===== src/mtsp_pkg.sv =====
// shared widths and structs for the load path; referenced by scoped names from every block
package mtsp_pkg;

	// ====================
	// data and address widths
	// ====================

	// one bus / memory data word
	typedef logic [31:0] dword_t;
	// global byte address, reads step by 4
	typedef logic [31:0] gaddr_t;
	// local memory dword index, wraps at 1024
	typedef logic [9:0]  laddr_t;
	// dwords per command, zero means nothing to move
	typedef logic [7:0]  count_t;

	// ====================
	// command and bus structs
	// ====================

	// load command, 50 bits
	typedef struct packed {
		gaddr_t gaddr;
		laddr_t laddr;
		count_t count;
	} load_cmd_t;

	// master read request, one cycle of req per read
	typedef struct packed {
		logic   req;
		gaddr_t addr;
	} bus_rd_t;

	// master read response, in order, one valid pulse per request
	typedef struct packed {
		logic   valid;
		dword_t data;
	} bus_rsp_t;

	// local memory write port
	typedef struct packed {
		logic   we;
		laddr_t addr;
		dword_t data;
	} lm_wr_t;

	// read queue entry, 43 bits
	typedef struct packed {
		laddr_t laddr;
		dword_t data;
		logic   last;
	} qentry_t;

	// fetch engine states
	typedef enum logic {
		FETCH_IDLE,
		FETCH_RUN
	} fetch_state_t;

endpackage


===== src/mtsp_fetch.sv =====
// fetch engine: takes a load command, issues global reads under a credit limit, tags the data
module mtsp_fetch #(
	parameter int QUEUE_DEPTH = 8,
	localparam int LVL_W = $clog2(QUEUE_DEPTH + 1)
) (
	input  logic                   CLK,
	input  logic                   rst,
	// command side
	input  logic                   start,
	input  mtsp_pkg::load_cmd_t    cmd,
	// master bus
	output mtsp_pkg::bus_rd_t      bus_rd,
	input  mtsp_pkg::bus_rsp_t     bus_rsp,
	// read queue side
	input  logic [LVL_W-1:0]       q_level,
	output logic                   q_push,
	output mtsp_pkg::qentry_t      q_entry,
	// busy contribution
	output logic                   active
);

	// ====================
	// state and counters
	// ====================

	mtsp_pkg::fetch_state_t state;
	// next global read address
	mtsp_pkg::gaddr_t       rd_addr;
	// requests still to issue
	mtsp_pkg::count_t       req_left;
	// responses still expected
	mtsp_pkg::count_t       rsp_left;
	// local address of the next response
	mtsp_pkg::laddr_t       rsp_laddr;
	// requests on the bus without a response yet
	logic [LVL_W-1:0]       outstanding;
	// queue slots already spoken for
	logic [LVL_W:0]         credit_used;
	logic                   idle;
	logic                   accept;
	logic                   issue;
	logic                   rsp_take;
	logic                   rsp_last;

	// idle only once the last entry has left the push register
	assign idle = (state == mtsp_pkg::FETCH_IDLE) && !q_push;
	// zero count start is dropped
	assign accept = start && idle && (cmd.count != '0);

	// credit: in flight + registered push + queue fill
	assign credit_used = {1'b0, outstanding} + {1'b0, q_level} + {{LVL_W{1'b0}}, q_push};

	// one read per cycle while credit remains
	assign issue = (state == mtsp_pkg::FETCH_RUN) && (req_left != '0) &&
		(credit_used < (LVL_W + 1)'(QUEUE_DEPTH));

	assign rsp_take = bus_rsp.valid && (state == mtsp_pkg::FETCH_RUN);
	assign rsp_last = rsp_take && (rsp_left == 8'd1);

	// request straight from the counters
	assign bus_rd.req  = issue;
	assign bus_rd.addr = rd_addr;

	// covers the cycle the last entry is pushed
	assign active = (state == mtsp_pkg::FETCH_RUN) | q_push;

	// ====================
	// FSM
	// ====================

	always_ff @(posedge CLK) begin
		if (rst) begin
			state <= mtsp_pkg::FETCH_IDLE;
		end else begin
			case (state)
				mtsp_pkg::FETCH_IDLE: begin
					if (accept) begin
						state <= mtsp_pkg::FETCH_RUN;
					end
				end
				mtsp_pkg::FETCH_RUN: begin
					// done when the final response is in
					if (rsp_last) begin
						state <= mtsp_pkg::FETCH_IDLE;
					end
				end
				default: begin
					state <= mtsp_pkg::FETCH_IDLE;
				end
			endcase
		end
	end

	// request / response counts and credit
	always_ff @(posedge CLK) begin
		if (rst) begin
			req_left    <= '0;
			rsp_left    <= '0;
			outstanding <= '0;
		end else if (accept) begin
			req_left    <= cmd.count;
			rsp_left    <= cmd.count;
			outstanding <= '0;
		end else begin
			if (issue) begin
				req_left <= req_left - 8'd1;
			end
			if (rsp_take) begin
				rsp_left <= rsp_left - 8'd1;
			end
			// request and response in one cycle cancel out
			case ({issue, rsp_take})
				2'b10:   outstanding <= outstanding + LVL_W'(1);
				2'b01:   outstanding <= outstanding - LVL_W'(1);
				default: outstanding <= outstanding;
			endcase
		end
	end

	// address counters
	always_ff @(posedge CLK) begin
		if (accept) begin
			rd_addr   <= cmd.gaddr;
			rsp_laddr <= cmd.laddr;
		end else begin
			if (issue) begin
				rd_addr <= rd_addr + 32'd4;
			end
			// local index wraps at 1024 by width
			if (rsp_take) begin
				rsp_laddr <= rsp_laddr + 10'd1;
			end
		end
	end

	// ====================
	// push to queue
	// ====================

	always_ff @(posedge CLK) begin
		if (rst) begin
			q_push <= 1'b0;
		end else begin
			q_push <= rsp_take;
		end
	end

	// tag data with local address and last flag
	always_ff @(posedge CLK) begin
		if (rsp_take) begin
			q_entry.laddr <= rsp_laddr;
			q_entry.data  <= bus_rsp.data;
			q_entry.last  <= rsp_last;
		end
	end

endmodule


===== src/mtsp_read_queue.sv =====
// read queue between the fetch engine and the local writer; head always visible, fill level out
module mtsp_read_queue #(
	parameter int QUEUE_DEPTH = 8,
	localparam int LVL_W = $clog2(QUEUE_DEPTH + 1),
	localparam int PTR_W = $clog2(QUEUE_DEPTH)
) (
	input  logic                 CLK,
	input  logic                 rst,
	// write side
	input  logic                 push,
	input  mtsp_pkg::qentry_t    din,
	// read side
	input  logic                 pop,
	output mtsp_pkg::qentry_t    dout,
	output logic                 empty,
	// fill level for credit counting
	output logic [LVL_W-1:0]     level
);

	// ====================
	// storage
	// ====================

	mtsp_pkg::qentry_t mem [QUEUE_DEPTH];
	logic [PTR_W-1:0]  wr_ptr;
	logic [PTR_W-1:0]  rd_ptr;
	// pop on empty is dropped
	logic              do_pop;

	// circular step, works for any depth
	function automatic logic [PTR_W-1:0] ptr_next(input logic [PTR_W-1:0] ptr);
		logic [PTR_W-1:0] nxt;
		if (ptr == PTR_W'(QUEUE_DEPTH - 1)) begin
			nxt = '0;
		end else begin
			nxt = ptr + PTR_W'(1);
		end
		return nxt;
	endfunction

	assign empty  = (level == '0);
	assign do_pop = pop && !empty;
	// head entry, shown whether popped or not
	assign dout   = mem[rd_ptr];

	// write port
	always_ff @(posedge CLK) begin
		if (push) begin
			mem[wr_ptr] <= din;
		end
	end

	// ====================
	// pointers and level
	// ====================

	always_ff @(posedge CLK) begin
		if (rst) begin
			wr_ptr <= '0;
			rd_ptr <= '0;
			level  <= '0;
		end else begin
			if (push) begin
				wr_ptr <= ptr_next(wr_ptr);
			end
			if (do_pop) begin
				rd_ptr <= ptr_next(rd_ptr);
			end
			// push and pop together keep the level
			case ({push, do_pop})
				2'b10:   level <= level + LVL_W'(1);
				2'b01:   level <= level - LVL_W'(1);
				default: level <= level;
			endcase
		end
	end

endmodule


===== src/mtsp_local_write.sv =====
// local memory writer: drains the read queue into the local write port and flags completion
module mtsp_local_write (
	input  logic                 CLK,
	input  logic                 rst,
	// read queue side
	input  logic                 q_empty,
	input  mtsp_pkg::qentry_t    q_head,
	output logic                 q_pop,
	// local memory port
	output mtsp_pkg::lm_wr_t     lm_wr,
	input  logic                 lm_wait,
	// completion and busy
	output logic                 intr,
	output logic                 active
);

	// ====================
	// output register
	// ====================

	// register holds an entry
	logic             wr_we;
	mtsp_pkg::laddr_t wr_addr;
	mtsp_pkg::dword_t wr_data;
	// entry is the last of its command
	logic             wr_last;
	// write taken by local memory this cycle
	logic             accept;
	// register can load this cycle
	logic             free;

	assign accept = wr_we && !lm_wait;
	// empty, or emptied by this accept
	assign free   = !wr_we || accept;
	// back-to-back refill
	assign q_pop  = !q_empty && free;

	assign lm_wr.we   = wr_we;
	assign lm_wr.addr = wr_addr;
	assign lm_wr.data = wr_data;

	assign active = wr_we;

	// valid bit and completion pulse
	always_ff @(posedge CLK) begin
		if (rst) begin
			wr_we <= 1'b0;
			intr  <= 1'b0;
		end else begin
			if (q_pop) begin
				wr_we <= 1'b1;
			end else if (accept) begin
				wr_we <= 1'b0;
			end
			// one cycle after the last write is taken
			intr <= accept && wr_last;
		end
	end

	// ====================
	// payload
	// ====================

	// only loads on pop, so lm_wait holds it steady
	always_ff @(posedge CLK) begin
		if (q_pop) begin
			wr_addr <= q_head.laddr;
			wr_data <= q_head.data;
			wr_last <= q_head.last;
		end
	end

endmodule


===== src/mtsp_load_unit.sv =====
// load unit top: global memory to local memory block copy, fetch + read queue + local writer
module mtsp_load_unit #(
	parameter int QUEUE_DEPTH = 8
) (
	// system
	input  logic                  CLK,
	input  logic                  rst,
	// load command
	input  logic                  start,
	input  mtsp_pkg::load_cmd_t   cmd,
	// master bus
	output mtsp_pkg::bus_rd_t     bus_rd,
	input  mtsp_pkg::bus_rsp_t    bus_rsp,
	// local memory
	output mtsp_pkg::lm_wr_t      lm_wr,
	input  logic                  lm_wait,
	// status
	output logic                  busy,
	output logic                  intr
);

	localparam int LVL_W = $clog2(QUEUE_DEPTH + 1);

	// ====================
	// internal wiring
	// ====================

	// fetch to queue
	logic                  q_push;
	mtsp_pkg::qentry_t     q_entry;
	logic [LVL_W-1:0]      q_level;
	// queue to writer
	logic                  q_empty;
	mtsp_pkg::qentry_t     q_head;
	logic                  q_pop;
	// per-block activity
	logic                  fetch_active;
	logic                  write_active;

	// any entry anywhere in the path
	assign busy = fetch_active | ~q_empty | write_active;

	// producer
	mtsp_fetch #(
		.QUEUE_DEPTH (QUEUE_DEPTH)
	) i_fetch (
		.CLK     (CLK),
		.rst     (rst),
		.start   (start),
		.cmd     (cmd),
		.bus_rd  (bus_rd),
		.bus_rsp (bus_rsp),
		.q_level (q_level),
		.q_push  (q_push),
		.q_entry (q_entry),
		.active  (fetch_active)
	);

	// read queue
	mtsp_read_queue #(
		.QUEUE_DEPTH (QUEUE_DEPTH)
	) i_read_queue (
		.CLK   (CLK),
		.rst   (rst),
		.push  (q_push),
		.din   (q_entry),
		.pop   (q_pop),
		.dout  (q_head),
		.empty (q_empty),
		.level (q_level)
	);

	// consumer
	mtsp_local_write i_local_write (
		.CLK     (CLK),
		.rst     (rst),
		.q_empty (q_empty),
		.q_head  (q_head),
		.q_pop   (q_pop),
		.lm_wr   (lm_wr),
		.lm_wait (lm_wait),
		.intr    (intr),
		.active  (write_active)
	);

endmodule


===== config.mk =====
export PLATFORM = sky130hd
export DESIGN_NAME = mtsp_load_unit
export DESIGN_NICKNAME = d
export VERILOG_FILES = /design/src/mtsp_pkg.sv /design/src/mtsp_fetch.sv /design/src/mtsp_read_queue.sv /design/src/mtsp_local_write.sv /design/src/mtsp_load_unit.sv
export SDC_FILE = /design/constraint.sdc
export NUM_CORES = 1
export LEC_CHECK = 0
export ABC_CLOCK_PERIOD_IN_PS = 5200
export BUFFER_PORTS_ARGS = -buffer_cell sky130_fd_sc_hd__buf_2
export CAP_MARGIN = 20
export CORE_MARGIN = 2
export CORE_UTILIZATION = 35
export DETAILED_ROUTE_END_ITERATION = 8
export GPL_TIMING_DRIVEN = 0
export PLACE_DENSITY_LB_ADDON = 0.05
export SYNTH_ARGS = -nofsm -noshare
export SYNTH_HDL_FRONTEND = slang
export SYNTH_SLANG_ARGS = --single-unit

===== constraint.sdc =====
create_clock -name CLK -period 5.2 [get_ports CLK]
set_input_delay 0 -clock CLK [delete_from_list [all_inputs] [get_ports CLK]]
set_output_delay 0 -clock CLK [all_outputs]
set_load 0.01 [all_outputs]

After elaboration in Yosys (flattened, before gate mapping)
Memory sizes are Yosys's and may differ from the RTL's. A register that Yosys moved wholly into a read port is not among the register bits.
Index checks and enable logic that the tools add are counted.
{"block": "totals", "memories": 1, "ramBits": 344, "word_cells": 85, "reg_bits": 119, "in_bits": 87}
{"memory": "i_read_queue.mem", "words": 8, "width": 43, "rd": 1, "rd_ports_with_merged_regs": 1, "write_ports": 1, "line": "mtsp_read_queue.sv:24", "rtl": "mtsp_pkg::qentry_t mem [QUEUE_DEPTH];"}
{"block": "classes", "bitwise_logic": 5, "n_reduce_logical": 25, "eq_ne": 7, "magnitude_cmp": 1, "n_addsub": 12, "mux": 19}
{"operator": "2-to-1 mux 32 bit", "n": 2}
{"operator": "adder 32 x 3 -> 32 bit, second input constant", "n": 1}
{"operator": "2-to-1 mux 8 bit", "n": 4}
{"operator": "2-to-1 mux 10 bit", "n": 2}
{"operator": "case mux 4 bit (2 select lines)", "n": 2}
{"operator": "nonzero test 8 bit", "n": 2}
{"operator": "subtractor 8 x 1 -> 8 bit, second input constant", "n": 2}
{"operator": "logical AND 1 bit", "n": 11}
{"operator": "adder 10 x 1 -> 10 bit, second input constant", "n": 1}
{"operator": "nonzero test 2 bit", "n": 5}
{"operator": "adder 4 x 1 -> 4 bit, second input constant", "n": 2}
{"operator": "equality test 8 x 1 -> 1 bit, second input constant", "n": 1}
{"operator": "subtractor 4 x 1 -> 4 bit, second input constant", "n": 2}
{"operator": "adder 3 x 1 -> 3 bit, second input constant", "n": 2}
{"operator": "equality test 3 bit, second input constant", "n": 2}
{"operator": "2-to-1 mux 1 bit", "n": 6}
{"operator": "2-to-1 mux 3 bit", "n": 2}
{"operator": "adder 4 x 4 -> 5 bit", "n": 1}
{"operator": "adder 5 x 1 -> 5 bit", "n": 1}
{"operator": "< comparator 5 x 4 -> 1 bit, second input constant", "n": 1}
{"operator": "equality test 2 x 1 -> 1 bit, second input constant", "n": 2}
{"operator": "equality test 2 bit, second input constant", "n": 2}
{"operator": "logical NOT 1 bit", "n": 4}
{"operator": "logical NOT 4 bit", "n": 1}
{"operator": "other kinds (5)", "n": 8}

Depth between registers and ports, before layout
{"block": "logic_depth", "depth_word": 7, "depth_mapped": 12, "mapped_depth_nobuf": 12}

Cells and area by module
From an unflattened synthesis, not the netlist that was laid out.
{"block": "hier_totals", "hier_cells": 1063, "area_unflattened_um2": 20214.4}
{"module": "mtsp_read_queue", "instances": 1, "cells_each": 573, "area_per_inst_um2": 13825.8, "seq_area_each_um2": 10590.2}
{"module": "mtsp_fetch", "instances": 1, "cells_each": 439, "area_per_inst_um2": 5014.8, "seq_area_each_um2": 2992.9}
{"module": "mtsp_local_write", "instances": 1, "cells_each": 50, "area_per_inst_um2": 1365.1, "seq_area_each_um2": 1331.3}
{"module": "mtsp_load_unit", "instances": 1, "cells_each": 1, "area_per_inst_um2": 8.8, "seq_area_each_um2": 0.0}

Worst setup path before layout
OpenSTA, ideal clock, no wires.
{"block": "synth_path", "path_type": "register -> register", "start": "reg i_fetch.q_push", "end": "mem i_read_queue.mem[0][0] (netlist bit), enable pin", "t_required_ps": 4703, "slack_ps": 1178, "arrival_time_ps": 3525, "setup_ps": 497, "path_stages_with_launch": 4, "synth_period_minus_slack_ps": 4022, "path_buffers": 1, "cell_sequence": "dfxtp_1 buf_2 nand2b_1 nor3_1"}
{"block": "synth_via", "elab_chain_cells": 2}
{"item": "from (decl)", "line": "mtsp_fetch.sv:16", "rtl": "output logic q_push,"}
{"item": "from (signal assigned)", "line": "mtsp_fetch.sv:144", "rtl": "q_push <= rsp_take;"}
{"item": "2-to-1 mux 1 bit", "line": "mtsp_read_queue.sv:48", "rtl": "if (push) begin"}
{"item": "2-to-1 mux 1 bit (not written as such)", "line": "mtsp_read_queue.sv:49", "rtl": "mem[wr_ptr] <= din;"}
{"item": "to (decl)", "line": "mtsp_read_queue.sv:24"}
Every way passes these cells.

Worst setup path in the final report
{"block": "layout_path", "start": "reg i_fetch.req_left[3]", "end": "reg i_fetch.outstanding[3]"}
{"block": "layout_via", "elab_chain_cells": 5}
{"item": "from (decl)", "line": "mtsp_fetch.sv:30", "rtl": "mtsp_pkg::count_t req_left;"}
{"item": "from (signal assigned)", "line": "mtsp_fetch.sv:101", "rtl": "req_left <= cmd.count;"}
{"item": "from (signal assigned)", "line": "mtsp_fetch.sv:106", "rtl": "req_left <= req_left - 8'd1;"}
{"item": "nonzero test 8 bit *", "line": "mtsp_fetch.sv:54", "rtl": "assign issue = (state == mtsp_pkg::FETCH_RUN) && (req_left != '0) &&"}
{"item": "logical AND 1 bit * (2 in a row)", "line": "mtsp_fetch.sv:54"}
{"item": "equality test 2 x 1 -> 1 bit / equality test 2 bit (equally long branches)", "line": "mtsp_fetch.sv:112", "rtl": "case ({issue, rsp_take})"}
{"item": "case mux 4 bit (2 select lines) / nonzero test 2 bit (equally long branches)"}
{"item": "to (signal assigned)", "line": "mtsp_fetch.sv:113", "rtl": "2'b10: outstanding <= outstanding + LVL_W'(1);"}
{"item": "to (signal assigned)", "line": "mtsp_fetch.sv:114", "rtl": "2'b01: outstanding <= outstanding - LVL_W'(1);"}
{"item": "to (signal assigned)", "line": "mtsp_fetch.sv:115", "rtl": "default: outstanding <= outstanding;"}
{"item": "to (decl)", "line": "mtsp_fetch.sv:36", "rtl": "logic [LVL_W-1:0] outstanding;"}
Every way passes the cells marked *; elsewhere a longest branch is shown, timed or not.
A chain may end at the register's enable or synchronous reset.

==> impl_metrics.py <==
metrics = {
    "status": {
        "outcome": "completed",
    },
    "floorplanning": {
        "start_util_pct": 35.4,
        "io-pin-count": 165,
        "core_region_area_mm2": 0.0563,
        "die_h_um": 242,
        "rows": 87,
        "die_w_um": 242,
        "die_area_mm2": 0.0588,
    },
    "clock_tree": {
        "clk_pin_slew_ns": 0.06,
        "cts_buffers": 55,
        "clock_path_buffers": 3,
        "cts.sinks": 506,
        "clockRootBuffer": "clkbuf_16",
        "post_cts_buffers": 0,
        "hold_buffers": 92,
        "cts_tree": "yes",
        "htree_num_levels": 2,
        "cts_resized": 0,
        "clock_latency_ns": 0.60,
    },
    "sta": {
        "grt_setup_unrepaired": "no",
        "setup_viol": 0,
        "fmax_mhz": 321,
        "relSlewSlack_pct": 37.3,
        "period_minus_slack_ns": 3.12,
        "skew_ns": 0.0172,
        "finalHoldViolCount": 0,
        "period_share_pct": 60.0,
        "drv_slew": 0,
        "tightest_slew_ns": 0.940,
        "holdWs_ns": 0.0993,
    },
    "pwr": {
        "vdd_drop_max_mv": 0.264,
        "pwr_density_cell_mw_per_mm2": 457,
        "power_mw": 11.5,
        "p_leak_nw": 8.38,
    },
    "synthesis": {
        "synth_compound_area_share_pct": 3.23,
        "netlist.area_leader.share_pct": 71.2,
        "synthTopCellsByArea": "edfxtp_1 (71%), mux4_2 (9.7%), dfxtp_1 (3.4%), mux2_2 (2.5%), nand2_1 (1.3%)",
        "synthFlopType": "edfxtp_1",
        "synthArstFlopShare_pct": 0,
        "muxShareOfSynthArea_pct": 12.4,
        "synth_simple_gate_area_share_pct": 5.66,
        "ys_types": 51,
        "synth_top_family_by_area": "multiplexers",
        "synthCells": 1084,
        "synth_xor_area_share_pct": 1.19,
        "synth_edf_count": 472,
        "synthAdderAreaFrac_pct": 1.40,
        "syn_area_mm2": 0.0199,
        "synthTopCellsByCount": "edfxtp_1 (472), mux4_2 (86), nand2_1 (67)",
        "avgSynthCellArea_um2": 18.4,
        "yosys_warnings": 0,
        "yosysSeqAreaShare_pct": 74.6,
        "synth_top_area_cell": "edfxtp_1",
        "syn-num-nets": 1192,
        "synth.most_common_cell": "edfxtp_1",
        "ys_seq_elements": 506,
    },
    "route": {
        "wl_mm": 46.9,
        "drc": 0,
        "wl_per_cell_um": 21.0,
        "dr.first_iter.drc_count": 658,
        "viasPerCell": 4.96,
        "firstDrtPassIters": 7,
        "final_antenna_net_count": 0,
        "num_vias": 11051,
    },
    "critical_path": {
        "cp_cell_sequence": "or3_1 > nor4_2 > or2_2 > ha_1 > ha_1 > a21o_1 > a21oi_1 > mux2i_1 > mux2i_1",
        "cpPeakStageDelay_ns": 0.76,
        "critPathKind": "reg2reg",
        "required_ns": 5.74,
        "cp-start-kind": "flop",
        "rr_startpoint": "i_fetch.req_left[3]",
        "worstRegToRegCells": 9,
        "arrival_ns": 3.66,
        "crit_fanout": 10,
        "reg2reg_slack_ns": 2.08,
        "worstReg2RegEnd": "i_fetch.outstanding[3]",
        "endpoint_kind": "flop",
        "cpMaxStageDelayCell": "nor4_2",
    },
    "final_layout": {
        "diodes": 0,
        "regArea_mm2": 0.0149,
        "multi_input_area_mm2": 0.00482,
        "fillCellCount": 5010,
        "final_nets": 1535,
        "syn2layout_area_growth_pct": 26.2,
        "drive_gt1_share_pct": 29.6,
    },
    "flow_run": {
        "maxCapViolCount": 0,
    },
    "global_routing": {
        "grt_max_degree": 50,
        "antenna_found_initial": 1,
        "overflow": 0,
        "grt_pass1_vias": 11782,
        "grt_usage_pct": 16.3,
        "grt_pass1_wl_mm": 72.4,
    },
    "min_path": {
        "min_path_cells": 2,
        "hold_end": "i_fetch.q_entry[9]",
        "min_path_type": "in2reg",
        "hold_start": "bus_rsp[8]",
    },
    "placed_design": {
        "gp_congestion": 0.765,
        "portBuffers": 163,
        "place_hpwl_mm": 30.0,
    },
}
==> cell families after synthesis <==
family                   after synthesis
adder cells (fa/ha/maj)               21
AND/OR/NAND/NOR                      221
multiplexers                         134
flip-flops                           506
XOR/XNOR                              27
AO/OA/AOI/OAI                        103
buffers and inverters                 72
==> routing by layer <==
layer | track usage [%] | vias up | share of wire, %
met1 | 21.3 | 5667 | 44
li1 | - | 5055 | -
met5 | 0 | - | 0.028
met2 | 27.9 | 251 | 50
met4 | 3.94 | 2 | 1.9
met3 | 3.18 | 76 | 4.5
==> worst max path at each step <==
stage,start,end,slack (ns),cells after the start
after floorplan,i_fetch.q_push,i_read_queue.mem[0][0],1.18,3
after global placement,i_fetch.q_push,i_read_queue.mem[0][27],-2.83,3
after detailed placement,i_read_queue.level[1],i_read_queue.level[3],2.06,9
after CTS,i_read_queue.level[1],i_read_queue.level[3],2.04,9
after global routing,i_fetch.req_left[3],i_fetch.outstanding[3],1.85,9
final,i_fetch.req_left[3],i_fetch.outstanding[3],2.08,9
==> placed cells by master, fill, tap and decap left out, types with 5 or more instances in the layout <==
master / netlist / layout
o31ai_1: 11 / 11
bufinv_16: 0 / 12
nor2_1: 46 / 40
nand2_1: 67 / 67
ha_1: 19 / 19
clkbuf_16: 0 / 56
buf_2: 8 / 171
o21ai_0: 27 / 26
mux2_2: 44 / 44
edfxtp_1: 472 / 472
nor3_1: 12 / 10
inv_1: 21 / 19
nor2_4: 0 / 6
or3_1: 11 / 11
nand2b_1: 6 / 6
buf_6: 1 / 12
dfxtp_1: 34 / 34
or4_1: 19 / 19
clkinv_1: 0 / 11
nand4_1: 5 / 5
nor4_1: 8 / 8
clkinv_2: 0 / 7
a21oi_1: 17 / 17
xnor2_1: 16 / 16
buf_12: 0 / 9
o211ai_1: 7 / 7
and3_1: 5 / 5
a31oi_1: 24 / 24
buf_16: 0 / 6
clkbuf_1: 35 / 47
xor2_1: 11 / 11
dlygate4sd3_1: 0 / 92
nand3_1: 25 / 25
mux4_2: 86 / 86
o311ai_0: 5 / 5
==> power by group <==
| part | switching [mW] | internal, mW |
|---|---|---|
| sequential | 0.219 | 4.88 |
| combinational | 1.16 | 1.04 |
| clock | 1.60 | 2.57 |
==> area by class of cell <==
class                   count  area share (%)
inverters                  22           0.339
clock buffers              68            5.76
flip-flops and latches    506            59.1
repair buffers            286            9.02
plain buffers              50           0.847
multi-input cells         506            19.2
clock inverters            34            1.91
well taps                 756            3.77
==> through the flow <==
stage	setup WS [ns]	utilization (%)	instances	instance area [um^2]	setup TNS (ns)
2_1_floorplan	1.18	-	1084	19900	0
3_3_place_gp	-2.83	38.5	2003	21700	-276.32
3_5_place_dp	2.06	39.5	2031	22200	0
4_1_cts	2.04	44.5	2225	25100	0
5_1_grt	1.85	44.6	2228	25100	0
6_report	2.08	44.6	2228	25100	0
==> sequential cells by signal (all words and copies together), names as in the netlist <==
register and count:
i_read_queue.rd_ptr 3, i_fetch.rsp_left 8, i_local_write.intr 1, i_read_queue.wr_ptr 3, i_fetch.outstanding 4, i_local_write.wr_last 1, i_fetch.rsp_laddr 10, i_fetch.q_push 1
i_fetch.state 1, i_read_queue.level 4, i_local_write.active 1, i_fetch.rd_addr 32, i_local_write.wr_addr 10, i_read_queue.mem 344, i_fetch.q_entry 43, i_fetch.req_left 8
i_local_write.wr_data 32
==> worst max-delay path: cells and delay by family (launching register included) <==
kind / cells / cell delay, ns
AO/OA/AOI/OAI: 2 / 0.33
adder cells (fa/ha/maj): 2 / 0.47
flip-flops: 1 / 0.34
multiplexers: 2 / 0.43
AND/OR/NAND/NOR: 3 / 1.45
No activity file was read; power rests on OpenSTA's default activity.
